$ cat config.mk
export PLATFORM = sky130hd
export DESIGN_NAME = riscv_core
export DESIGN_NICKNAME = d
export VERILOG_FILES = /design/src/hdl/riscv_pkg.sv /design/src/hdl/riscv_core.sv /design/src/hdl/load_store_unit.sv /design/src/hdl/pc_unit.sv /design/src/hdl/register_file.sv /design/src/hdl/alu.sv /design/src/hdl/instr_decode.sv /design/src/hdl/control_fsm.sv
export SDC_FILE = /design/constraint.sdc
export NUM_CORES = 2
export LEC_CHECK = 0
export BUFFER_PORTS_ARGS = -buffer_cell sky130_fd_sc_hd__buf_2
export CORE_ASPECT_RATIO = 0.6
export CORE_MARGIN = 2
export CORE_UTILIZATION = 30
export CTS_CLUSTER_SIZE = 20
export DETAILED_ROUTE_END_ITERATION = 7
export PLACE_DENSITY = 0.55
export SLEW_MARGIN = 20
export SYNTH_ARGS = -nofsm -noshare
export SYNTH_HDL_FRONTEND = slang
export SYNTH_SLANG_ARGS = --single-unit
$ cat constraint.sdc
create_clock -name clk -period 10.2 [get_ports clk]
set_input_delay 1.02 -clock clk [delete_from_list [all_inputs] [get_ports clk]]
set_output_delay 1.02 -clock clk [all_outputs]
set_load 0.01 [all_outputs]
$ cat src/hdl/riscv_pkg.sv
package riscv_pkg;

  localparam int unsigned xlen = 32;
  localparam int unsigned reg_count = 32;

  typedef logic [xlen-1:0] addr_t;
  typedef logic [xlen-1:0] data_t;
  typedef logic [31:0]     instr_t;
  typedef logic [4:0]      reg_idx_t;
  typedef logic [3:0]      byte_en_t;

  localparam addr_t reset_pc = '0;

  // major opcodes of the kept subset.
  typedef enum logic [6:0] {
    opc_op     = 7'b0110011,
    opc_op_imm = 7'b0010011,
    opc_load   = 7'b0000011,
    opc_store  = 7'b0100011,
    opc_branch = 7'b1100011,
    opc_jal    = 7'b1101111,
    opc_jalr   = 7'b1100111,
    opc_lui    = 7'b0110111,
    opc_auipc  = 7'b0010111
  } opcode_t;

  typedef enum logic [3:0] {
    alu_add, alu_sub, alu_and, alu_or, alu_xor, alu_slt,
    alu_sltu, alu_sll, alu_srl, alu_sra, alu_pass_b
  } alu_op_t;

  typedef enum logic {adr_pc, adr_result} adr_src_t;
  typedef enum logic [1:0] {src_a_pc, src_a_old_pc, src_a_rs1, src_a_zero} alu_src_a_t;
  typedef enum logic [1:0] {src_b_rs2, src_b_imm, src_b_four} alu_src_b_t;
  typedef enum logic [1:0] {res_alu_out, res_mem_data, res_alu_result} result_src_t;
  typedef enum logic {pc_src_result, pc_src_alu_out} pc_src_t;

  typedef enum logic [3:0] {
    st_fetch, st_decode, st_mem_adr, st_mem_read, st_mem_wb, st_mem_write, st_exec_r,
    st_exec_i, st_alu_wb, st_branch, st_jal, st_jalr, st_lui
  } state_t;

  typedef struct packed {
    adr_src_t    adr_src;
    alu_src_a_t  alu_src_a;
    alu_src_b_t  alu_src_b;
    result_src_t result_src;
    pc_src_t     pc_src;
    logic        ir_write;
    logic        pc_update;
    logic        reg_write;
    logic        mem_write;
    logic        alu_use_add;  // override decoded op with add.
  } ctrl_t;

  typedef struct packed {
    opcode_t  opcode;
    logic [2:0] funct3;
    logic     funct7_5;
    reg_idx_t rd;
    reg_idx_t rs1;
    reg_idx_t rs2;
    data_t    imm;
    alu_op_t  alu_op;
  } decode_t;

endpackage
$ cat src/hdl/riscv_core.sv
`timescale 1ns/10ps

module riscv_core import riscv_pkg::*; (
  input  logic     clk,
  input  logic     rst_n,
  output addr_t    mem_address,
  output data_t    mem_write_data,
  output byte_en_t mem_write_enable,
  input  data_t    mem_read_data,
  output data_t    dbg_regs [reg_count],
  output addr_t    dbg_pc,
  output logic     retire
);

  ctrl_t    ctrl;
  decode_t  dec;
  instr_t   ir;
  data_t    data_reg;
  data_t    a_reg;
  data_t    b_reg;
  data_t    alu_out;
  data_t    rd1;
  data_t    rd2;
  data_t    src_a;
  data_t    src_b;
  data_t    alu_result;
  data_t    result;
  data_t    load_data;
  alu_op_t  alu_op;
  logic     alu_zero;
  logic     branch_taken;
  byte_en_t byte_en;
  addr_t    pc;
  addr_t    pc_old;

  control_fsm i_control_fsm (
    .clk              (clk),
    .rst_n            (rst_n),
    .dec              (dec),
    .alu_zero         (alu_zero),
    .branch_taken     (branch_taken),
    .byte_en          (byte_en),
    .ctrl             (ctrl),
    .mem_write_enable (mem_write_enable),
    .retire           (retire),
    .state            ()
  );

  instr_decode i_instr_decode (
    .instr (ir),
    .dec   (dec)
  );

  register_file i_register_file (
    .clk        (clk),
    .rst_n      (rst_n),
    .rs1        (dec.rs1),
    .rs2        (dec.rs2),
    .rd         (dec.rd),
    .write_en   (ctrl.reg_write),
    .write_data (result),
    .rd1        (rd1),
    .rd2        (rd2),
    .dbg_regs   (dbg_regs)
  );

  pc_unit i_pc_unit (
    .clk       (clk),
    .rst_n     (rst_n),
    .pc_update (ctrl.pc_update),
    .ir_write  (ctrl.ir_write),
    .pc_src    (ctrl.pc_src),
    .result    (result),
    .alu_out   (alu_out),
    .pc        (pc),
    .pc_old    (pc_old)
  );

  assign alu_op = ctrl.alu_use_add ? alu_add : dec.alu_op;

  alu i_alu (
    .a            (src_a),
    .b            (src_b),
    .op           (alu_op),
    .funct3       (dec.funct3),
    .result       (alu_result),
    .zero         (alu_zero),
    .branch_taken (branch_taken)
  );

  load_store_unit i_load_store_unit (
    .funct3     (dec.funct3),
    .address    (mem_address),
    .store_data (b_reg),
    .read_data  (mem_read_data),
    .byte_en    (byte_en),
    .write_data (mem_write_data),
    .load_data  (load_data)
  );

  always_ff @(posedge clk) begin
    if (ctrl.ir_write) begin
      ir <= mem_read_data;
    end
    data_reg <= load_data;  // extended in the mem_read cycle.
    a_reg    <= rd1;
    b_reg    <= rd2;
    alu_out  <= alu_result;
  end

  always_comb begin
    case (ctrl.alu_src_a)
      src_a_pc:     src_a = pc;
      src_a_old_pc: src_a = pc_old;
      src_a_rs1:    src_a = a_reg;
      default:      src_a = '0;
    endcase
  end

  always_comb begin
    case (ctrl.alu_src_b)
      src_b_rs2:  src_b = b_reg;
      src_b_imm:  src_b = dec.imm;
      default:    src_b = data_t'(4);
    endcase
  end

  always_comb begin
    case (ctrl.result_src)
      res_mem_data:   result = data_reg;
      res_alu_result: result = alu_result;
      default:        result = alu_out;
    endcase
  end

  assign mem_address = (ctrl.adr_src == adr_result) ? result : pc;
  assign dbg_pc      = pc_old;  // pc of the retiring instruction.

endmodule

$ cat src/hdl/load_store_unit.sv
`timescale 1ns/10ps

module load_store_unit import riscv_pkg::*; (
  input  logic [2:0] funct3,
  input  addr_t      address,
  input  data_t      store_data,
  input  data_t      read_data,
  output byte_en_t   byte_en,
  output data_t      write_data,
  output data_t      load_data
);

  logic [7:0]  lane_byte;
  logic [15:0] lane_half;

  always_comb begin
    case (funct3[1:0])
      2'b00: begin
        byte_en    = byte_en_t'(4'b0001 << address[1:0]);
        write_data = {4{store_data[7:0]}};
      end
      2'b01: begin
        byte_en    = byte_en_t'(4'b0011 << {address[1], 1'b0});
        write_data = {2{store_data[15:0]}};
      end
      default: begin
        byte_en    = 4'b1111;
        write_data = store_data;
      end
    endcase
  end

  assign lane_byte = read_data[{address[1:0], 3'b000} +: 8];
  assign lane_half = read_data[{address[1], 4'b0000} +: 16];

  // funct3[2] selects zero extension.
  always_comb begin
    case (funct3)
      3'b000:  load_data = {{24{lane_byte[7]}}, lane_byte};
      3'b001:  load_data = {{16{lane_half[15]}}, lane_half};
      3'b100:  load_data = {24'b0, lane_byte};
      3'b101:  load_data = {16'b0, lane_half};
      default: load_data = read_data;
    endcase
  end

endmodule

$ cat src/hdl/pc_unit.sv
`timescale 1ns/10ps

module pc_unit import riscv_pkg::*; (
  input  logic    clk,
  input  logic    rst_n,
  input  logic    pc_update,
  input  logic    ir_write,
  input  pc_src_t pc_src,
  input  data_t   result,
  input  data_t   alu_out,
  output addr_t   pc,
  output addr_t   pc_old
);

  addr_t next_pc;

  // bit 0 cleared for jalr targets.
  always_comb begin
    next_pc = (pc_src == pc_src_alu_out) ? alu_out : result;
    next_pc[0] = 1'b0;
  end

  always_ff @(posedge clk) begin
    if (!rst_n) begin
      pc     <= reset_pc;
      pc_old <= reset_pc;
    end else begin
      if (pc_update) begin
        pc <= next_pc;
      end
      if (ir_write) begin
        pc_old <= pc;  // pc of the instruction being fetched.
      end
    end
  end

endmodule

$ cat src/hdl/register_file.sv
`timescale 1ns/10ps

module register_file import riscv_pkg::*; (
  input  logic     clk,
  input  logic     rst_n,
  input  reg_idx_t rs1,
  input  reg_idx_t rs2,
  input  reg_idx_t rd,
  input  logic     write_en,
  input  data_t    write_data,
  output data_t    rd1,
  output data_t    rd2,
  output data_t    dbg_regs [reg_count]
);

  data_t regs [1:reg_count-1];  // x0 has no storage.

  always_ff @(posedge clk) begin
    if (!rst_n) begin
      for (int i = 1; i < reg_count; i++) begin
        regs[i] <= '0;
      end
    end else if (write_en && (rd != '0)) begin
      regs[rd] <= write_data;
    end
  end

  assign rd1 = (rs1 == '0) ? '0 : regs[rs1];
  assign rd2 = (rs2 == '0) ? '0 : regs[rs2];

  always_comb begin
    dbg_regs[0] = '0;
    for (int i = 1; i < reg_count; i++) begin
      dbg_regs[i] = regs[i];
    end
  end

endmodule

$ cat src/hdl/alu.sv
`timescale 1ns/10ps

module alu import riscv_pkg::*; (
  input  data_t      a,
  input  data_t      b,
  input  alu_op_t    op,
  input  logic [2:0] funct3,
  output data_t      result,
  output logic       zero,
  output logic       branch_taken
);

  always_comb begin
    case (op)
      alu_add:    result = a + b;
      alu_sub:    result = a - b;
      alu_and:    result = a & b;
      alu_or:     result = a | b;
      alu_xor:    result = a ^ b;
      alu_slt:    result = data_t'($signed(a) < $signed(b));
      alu_sltu:   result = data_t'(a < b);
      alu_sll:    result = a << b[4:0];
      alu_srl:    result = a >> b[4:0];
      alu_sra:    result = data_t'($signed(a) >>> b[4:0]);
      alu_pass_b: result = b;
      default:    result = '0;
    endcase
  end

  assign zero = (result == '0);

  always_comb begin
    case (funct3)
      3'b000:  branch_taken = (a == b);
      3'b001:  branch_taken = (a != b);
      3'b100:  branch_taken = $signed(a) < $signed(b);
      3'b101:  branch_taken = $signed(a) >= $signed(b);
      3'b110:  branch_taken = a < b;
      3'b111:  branch_taken = a >= b;
      default: branch_taken = 1'b0;
    endcase
  end

endmodule

$ cat src/hdl/instr_decode.sv
`timescale 1ns/10ps

module instr_decode import riscv_pkg::*; (
  input  instr_t  instr,
  output decode_t dec
);

  opcode_t    opcode;
  logic [2:0] funct3;
  logic       funct7_5;
  data_t      imm_i;
  data_t      imm_s;
  data_t      imm_b;
  data_t      imm_u;
  data_t      imm_j;
  data_t      imm;
  alu_op_t    alu_op;

  assign opcode   = opcode_t'(instr[6:0]);
  assign funct3   = instr[14:12];
  assign funct7_5 = instr[30];

  assign imm_i = {{20{instr[31]}}, instr[31:20]};
  assign imm_s = {{20{instr[31]}}, instr[31:25], instr[11:7]};
  assign imm_b = {{19{instr[31]}}, instr[31], instr[7], instr[30:25], instr[11:8], 1'b0};
  assign imm_u = {instr[31:12], 12'b0};
  assign imm_j = {{11{instr[31]}}, instr[31], instr[19:12], instr[20], instr[30:21], 1'b0};

  always_comb begin
    case (opcode)
      opc_store:          imm = imm_s;
      opc_branch:         imm = imm_b;
      opc_lui, opc_auipc: imm = imm_u;
      opc_jal:            imm = imm_j;
      default:            imm = imm_i;
    endcase
  end

  always_comb begin
    alu_op = alu_add;  // loads, stores, jumps and auipc.
    case (opcode)
      opc_op, opc_op_imm: begin
        case (funct3)
          3'b000:  alu_op = (opcode == opc_op && funct7_5) ? alu_sub : alu_add;
          3'b001:  alu_op = alu_sll;
          3'b010:  alu_op = alu_slt;
          3'b011:  alu_op = alu_sltu;
          3'b100:  alu_op = alu_xor;
          3'b101:  alu_op = funct7_5 ? alu_sra : alu_srl;
          3'b110:  alu_op = alu_or;
          default: alu_op = alu_and;
        endcase
      end
      opc_branch: alu_op = alu_sub;
      opc_lui:    alu_op = alu_pass_b;
      default:    alu_op = alu_add;
    endcase
  end

  assign dec = '{opcode: opcode, funct3: funct3, funct7_5: funct7_5, rd: instr[11:7],
                 rs1: instr[19:15], rs2: instr[24:20], imm: imm, alu_op: alu_op};

endmodule

$ cat src/hdl/control_fsm.sv
`timescale 1ns/10ps

module control_fsm import riscv_pkg::*; (
  input  logic     clk,
  input  logic     rst_n,
  input  decode_t  dec,
  input  logic     alu_zero,
  input  logic     branch_taken,
  input  byte_en_t byte_en,
  output ctrl_t    ctrl,
  output byte_en_t mem_write_enable,
  output logic     retire,
  output state_t   state
);

  state_t next_state;
  logic   taken;
  logic   is_jump;

  assign is_jump = (dec.opcode == opc_jal) || (dec.opcode == opc_jalr);

  // beq and bne come from the zero flag of the subtraction.
  assign taken = (dec.funct3[2:1] == 2'b00) ? (alu_zero ^ dec.funct3[0]) : branch_taken;

  always_ff @(posedge clk) begin
    if (!rst_n) begin
      state <= st_fetch;
    end else begin
      state <= next_state;
    end
  end

  always_comb begin
    next_state = st_fetch;
    case (state)
      st_fetch: next_state = st_decode;
      st_decode: begin
        case (dec.opcode)
          opc_load, opc_store: next_state = st_mem_adr;
          opc_op:              next_state = st_exec_r;
          opc_op_imm:          next_state = st_exec_i;
          opc_branch:          next_state = st_branch;
          opc_jal:             next_state = st_jal;
          opc_jalr:            next_state = st_jalr;
          opc_lui, opc_auipc:  next_state = st_lui;
          default:             next_state = st_fetch;  // unsupported, refetch.
        endcase
      end
      st_mem_adr:  next_state = (dec.opcode == opc_load) ? st_mem_read : st_mem_write;
      st_mem_read: next_state = st_mem_wb;
      st_exec_r, st_exec_i, st_lui, st_jal, st_jalr: next_state = st_alu_wb;
      default:     next_state = st_fetch;
    endcase
  end

  always_comb begin
    ctrl.adr_src     = adr_pc;
    ctrl.alu_src_a   = src_a_rs1;
    ctrl.alu_src_b   = src_b_rs2;
    ctrl.result_src  = res_alu_out;
    ctrl.pc_src      = pc_src_result;
    ctrl.ir_write    = 1'b0;
    ctrl.pc_update   = 1'b0;
    ctrl.reg_write   = 1'b0;
    ctrl.mem_write   = 1'b0;
    ctrl.alu_use_add = 1'b0;
    case (state)
      st_fetch: begin
        ctrl.ir_write    = 1'b1;
        ctrl.alu_src_a   = src_a_pc;
        ctrl.alu_src_b   = src_b_four;
        ctrl.alu_use_add = 1'b1;
        ctrl.result_src  = res_alu_result;
        ctrl.pc_update   = 1'b1;  // pc + 4.
      end
      st_decode: begin
        ctrl.alu_src_a   = src_a_old_pc;  // branch and jal target.
        ctrl.alu_src_b   = src_b_imm;
        ctrl.alu_use_add = 1'b1;
      end
      st_mem_adr: begin
        ctrl.alu_src_b   = src_b_imm;
        ctrl.alu_use_add = 1'b1;
      end
      st_mem_read: ctrl.adr_src = adr_result;
      st_mem_wb: begin
        ctrl.result_src = res_mem_data;
        ctrl.reg_write  = 1'b1;
      end
      st_mem_write: begin
        ctrl.adr_src   = adr_result;
        ctrl.mem_write = 1'b1;
      end
      st_exec_i: ctrl.alu_src_b = src_b_imm;
      st_lui: begin
        ctrl.alu_src_a = (dec.opcode == opc_auipc) ? src_a_old_pc : src_a_zero;
        ctrl.alu_src_b = src_b_imm;
      end
      st_alu_wb: begin
        ctrl.reg_write = 1'b1;
        if (is_jump) begin
          // link address is rebuilt from the instruction pc.
          ctrl.alu_src_a   = src_a_old_pc;
          ctrl.alu_src_b   = src_b_four;
          ctrl.alu_use_add = 1'b1;
          ctrl.result_src  = res_alu_result;
        end
      end
      st_branch: begin
        ctrl.pc_src    = pc_src_alu_out;
        ctrl.pc_update = taken;
      end
      st_jal: begin
        ctrl.pc_src    = pc_src_alu_out;
        ctrl.pc_update = 1'b1;
      end
      st_jalr: begin
        ctrl.alu_src_b   = src_b_imm;
        ctrl.alu_use_add = 1'b1;
        ctrl.result_src  = res_alu_result;
        ctrl.pc_update   = 1'b1;
      end
      default: ;
    endcase
  end

  assign mem_write_enable = ctrl.mem_write ? byte_en : '0;

  assign retire = (state == st_mem_wb) || (state == st_mem_write) ||
                  (state == st_alu_wb) || (state == st_branch);

endmodule

* Word-level counts from Yosys, hierarchy flattened
Memories as Yosys holds them, arrays and structs flattened. A register that Yosys moved wholly into a read port is not among the register bits. Index checks and enable logic that the tools add are counted.
Cells by class: order comparisons 4, mux-type cells 41, equality and inequality tests 46, shift operators 7, bitwise logic cells 4, add/sub/neg operators 2, reduce and logical (&&, ||, !) cells 29
Operators by type and width (number):
- $pmux 32 s11 | 1
- $pmux 32 s2 | 3
- $pmux 32 s4 | 1
- $pmux 31 s4 | 1
- $mux 32 | 3
- $pmux 32 s3 | 1
- $ge 32x32->1 | 2
- $lt 32x32->1 | 2
- $pmux 4 s7 | 2
- $add 32x32->32 | 1
- $and 32x32->32 | 1
- $eq 32x32->1 | 1
- $eq 4x3->1 const B | 8
- $eq 4x4->1 const B | 8
- $logic_not 32->1 | 1
- $ne 32x32->1 | 1
- $or 32x32->32 | 1
- $reduce_or 32->1 | 1
- $shiftx 32x6->16 | 1
- $shiftx 32x6->8 | 1
- $shl 32x5->32 | 1
- $shr 32x5->32 | 1
- $sshr 32x5->32 | 1
- $sub 32x32->32 | 1
- other kinds (39) | 88
Storage, ports and cells: input bits 34, logic and storage cells 140, memories 1, bits in writable memories 992, flip-flop bits (word level) 162, output and inout port bits 1125
Memories:
- i_register_file.regs | words 31, width 32, read ports 33, clocked after Yosys merged registers in 2, wr ports 31, RTL line register_file.sv:16 | data_t regs [1:reg_count-1];

* Longest topological paths before layout
depth after elaboration 13, depth in mapped cells 30, depth with buffers taken out 25

* Cells and area by module
From an unflattened synthesis, not the netlist that was laid out.
Unflattened totals: cell total of the unflattened synthesis 6081, area total of the unflattened synthesis 75932.8 µm²
Modules (own cells, without submodules):
- register_file | area each 54454.7 µm², instances 1, cells each 3537, seq. area each 30749.5 µm²
- alu | area each 9829.4 µm², instances 1, cells each 1441, seq. area each 0.0 µm²
- riscv_core | area each 6324.8 µm², instances 1, cells each 496, seq. area each 3523.4 µm²
- pc_unit | area each 2567.5 µm², instances 1, cells each 241, seq. area each 1241.2 µm²
- load_store_unit | area each 1363.8 µm², instances 1, cells each 179, seq. area each 0.0 µm²
- instr_decode | area each 757.0 µm², instances 1, cells each 100, seq. area each 0.0 µm²
- control_fsm | area each 635.6 µm², instances 1, cells each 87, seq. area each 80.1 µm²

* Worst setup path after synthesis
OpenSTA, ideal clock, no wires.
path kind reg2out, start point register i_control_fsm.state[0], end point output mem_address[31], data required time 9.180 ns, arrival 6.303 ns, stages on the path, launching flop included 27, slack 2.877 ns, buffers on the path 6, path through dfxtp_1 -> buf_2 -> nor4b_1 -> a31o_2 -> a21oi_1 -> a21oi_1 -> clkbuf_1 -> clkbuf_1 -> clkbuf_1 -> buf_1 -> ha_1 -> clkbuf_1 -> nand3b_1 -> o211ai_1 -> a22oi_1 -> a2111oi_0 -> o2111ai_1 -> a2111oi_0 -> a211oi_1 -> a21oi_1 -> nand2_1 -> o211a_1 -> o211ai_1 -> a22oi_1 -> nor2_1 -> a21oi_1 -> o21ai_0
On the way: longest elaborated chain between the ends 9, elaborated cells between the ends (all ways) 51, those cells by class add/sub (2); eq/ne (24); shift (3); mux (11); bitwise (3); reduce/logical (8)
RTL lines:
- start, declared | RTL line control_fsm.sv:13 | output state_t state
- start signal, assigned | RTL line control_fsm.sv:27 | state <= st_fetch;
- start signal, assigned | RTL line control_fsm.sv:29 | state <= next_state;
- $eq 4x1->1, or another cell as far along | RTL line control_fsm.sv:67 | case (state)
- $reduce_or 5->1 (no line)
- $pmux 2 s3 | RTL line control_fsm.sv:67
- $eq 2x1->1 / $logic_not 2->1 (equally long branches) | RTL line riscv_core.sv:121 | case (ctrl.alu_src_b)
- $pmux 32 s2 | RTL line riscv_core.sv:121
- $sub 32x32->32, or another cell as far along | RTL line alu.sv:16 | alu_sub: result = a - b;
- $pmux 32 s11 * | RTL line alu.sv:14 | case (op)
- named net alu_result[31] | RTL line riscv_core.sv:26 | data_t alu_result;
- $pmux 32 s2 * | RTL line riscv_core.sv:129 | case (ctrl.result_src)
- $mux 32 * | RTL line riscv_core.sv:136 | assign mem_address = (ctrl.adr_src == adr_result) ? result : pc;
- end, declared | RTL line riscv_core.sv:6 | output addr_t mem_address,
Mark *: on every way through the listed nets, which the timed path passes. The rest lies on a longest branch.

* Worst setup path after layout
start point register i_control_fsm.state[3], end point output mem_address[29]
On the way: longest elaborated chain between the ends 9, elaborated cells between the ends (all ways) 51, those cells by class add/sub (2); eq/ne (24); shift (3); mux (11); bitwise (3); reduce/logical (8)
RTL lines (RTL line):
- $eq 4x1->1, or another cell as far along | control_fsm.sv:67
- $reduce_or 5->1 (no line)
- $pmux 2 s3 | control_fsm.sv:67
- $eq 2x1->1 / $logic_not 2->1 (equally long branches) | riscv_core.sv:121
- $pmux 32 s2 | riscv_core.sv:121
- $sub 32x32->32, or another cell as far along | alu.sv:16
- $pmux 32 s11 | alu.sv:14
- $pmux 32 s2 | riscv_core.sv:129
- $mux 32 * | riscv_core.sv:136
Mark *: on every way between the ends. The rest lies on a longest branch, timed or not.

==> out/results.ini <==
[place]
port-buffer-count = 1125
globalplace.congestion = 1.10
post-dp-hpwl_mm = 353

[synth]
ys_ff_latch = 1250
synthCells = 6062
avgSynthCellArea_um2 = 11.9
synth_area_leaders = edfxtp_1 44%, mux4_2 20%, nor2_1 6.3%, dfxtp_1 5.4%, nand2_1 2.7%
ys_types = 98
synthArstFlopShare_pct = 0
synth_edf_count = 1056
ys_seq_area_share_pct = 49.3
ys_dominant_reg_cell = edfxtp_1
synth_top_area_cell = edfxtp_1
yosys_warnings = 0
synth.top_cell.area_share_pct = 43.9
syn_area_um2 = 72300

[worst_setup_path]
cp.required_ns = 9.18
r2r-start = i_control_fsm.state[3]
r2r_slack_ns = 1.49
cpMaxStageDelayCell = dfxtp_1
end_kind = output pin
timing.rr.end = i_pc_unit.pc[3]
cp_top_family = compound AO/OA/AOI/OAI gates
cp.arrival_ns = 9.01
crit_buf_inv = 6
crit_path_start_kind = flop
cpPeakStageDelay_ns = 0.75
critical_path_class = flop to output pin
cp_common_cell = buf_4
worstPathMaxFanout = 24
rr_worst_depth = 26

[floorplan]
core_area_um2 = 239000
chipHeight_um = 384
design.die.area_um2 = 245000
start_util_pct = 30.2
io_pins = 1159
die_x_um = 638
std_cell_rows = 139

[job]
drv_cap = 0

[worst_hold_path]
holdCritStartpoint = mem_read_data[2]
holdPathEnd = ir[2]
hold_class = input pin to flop
hold_path_depth = 1

[clock_tree]
clk_latency_ns = 0.83
cts_buffers = 143
cts_tree = yes
clk_pin_slew_ns = 0.07
clkSinkCount = 1250
cts-root-buf = clkbuf_16
cts_hold_buf = 0
cts_max_level = 4
cts_max_path_buffers = 4

[route]
drt-initial-drc-count = 12000
via_per_inst = 6.32
first_pass_iters = 6
vias = 66100
route.final.wire_length_mm = 471
ant_nets = 0
wl_per_cell_um = 45.1
drc_errors = 0

[final_layout]
largest_reg_flops = 1024
fillCellCount = 23600
area_delta_synth_final_pct = 21.8
final_cell_mix = 1202 x nor2_1, 1124 x buf_2, 1056 x edfxtp_1
regMostFlops = i_register_file.regs
fin_nets = 7301
final_common_cell = nor2_1
final_layout_size_suffix_gt1_share_pct = 35.3

[sta]
finalSetupViolations = 0
period_share_pct = 98.3
fin_worst_skew_ns = 0.0834
min_period_ns = 10.03
tightest_slew_ns = 1.33
maxSlewHeadroom_pct = 10.8
max_freq_mhz = 99.7
setup_tns_ns = 0
slew_viol_final = 0
rsz0062_at_grt = false
hold_viol = 0

[global_routing]
globalRouteOverflowTotal = 0
antenna_found_initial = 51
grt_usage_pct = 37.2
grt_max_degree = 128
first_global_vias = 60100
grt_first_pass_wirelength_mm = 604

[status]
status = completed

[power]
vdd_ir_drop_max_mv = 0.141
p_total_w = 0.0165
power_density_nw_per_um2 = 188
leakagePower_nw = 34.3

## metrics by stage
step,std cells,cell area (um^2),setup WS [ns],utilization [%],hold WS [ns]
floorplan,6126,72500,2.88,-,0.447
global placement,10200,83200,1.07,34.8,0.462
detailed placement,10200,83300,1.32,34.8,0.472
CTS,10400,87900,0.447,36.7,0.416
global route,10400,88000,0.0243,36.8,0.429
finish,10400,88000,0.172,36.8,0.457
## Yosys cell counts (all sizes together), types with 43 or more instances
| cell | number |
|---|---|
| nor2 | 1208 |
| edfxtp | 1056 |
| mux4 | 651 |
| nand2 | 516 |
| clkbuf | 455 |
| o21ai | 234 |
| a21oi | 207 |
| dfxtp | 194 |
| buf | 170 |
| inv | 164 |
| mux2i | 157 |
| ha | 100 |
| nand3 | 59 |
| o211ai | 59 |
| nor3 | 54 |
| o221ai | 46 |
| a211oi | 43 |
## logic make-up after synthesis
family,count (synthesis),share of synthesized area [%]
buf+inv,791,4.45
flops,1250,49.3
fa+ha+maj,102,1.79
xor+xnor,8,0.0970
simple gates,2053,11.8
compound gates,1023,9.75
mux,834,22.9
other cells,1,0.00519
## layout make-up
type	instances	area, um^2	share of cell area [%]
well taps	3172	3970	4.51
inverters	166	623	0.708
multi-input cells	4085	34300	39.0
repair buffers	1519	8810	10.0
clock buffers	177	3830	4.35
diodes	12	30.0	0.0341
flip-flops and latches	1250	35600	40.5
clock inverters	68	828	0.941
## repair_timing
item,CTS,global route
gates resized for setup,0,3
endpoints found under the setup margin,0,1
buffers inserted,0,0
hold endpoints to repair,0,0
## report_power, final
part	internal (W)	switching (W)
Clock	0.00309	0.00232
Sequential	0.00584	0.000391
Combinational	0.00142	0.00344
Total	0.0104	0.00615
## how the worst max path moves through the flow
stage	startpoint	end	slack [ns]	depth (start not counted)
2_1_floorplan	i_control_fsm.state[0]	mem_address[31]	2.88	26
3_3_place_gp	i_control_fsm.state[0]	mem_address[30]	1.07	24
3_5_place_dp	i_control_fsm.state[3]	mem_address[29]	1.32	26
4_1_cts	i_control_fsm.state[3]	mem_address[29]	0.45	26
5_1_grt	i_control_fsm.state[3]	mem_address[29]	0.02	26
6_report	i_control_fsm.state[3]	mem_address[29]	0.17	26
## per-layer routing
layer | GRT usage, % | share of wire, %
met5 | 1.04 | 0.15
met4 | 14.9 | 4.9
met3 | 16.5 | 15
met2 | 50.5 | 40
met1 | 51.0 | 40
(Power assumes the default switching activity.)
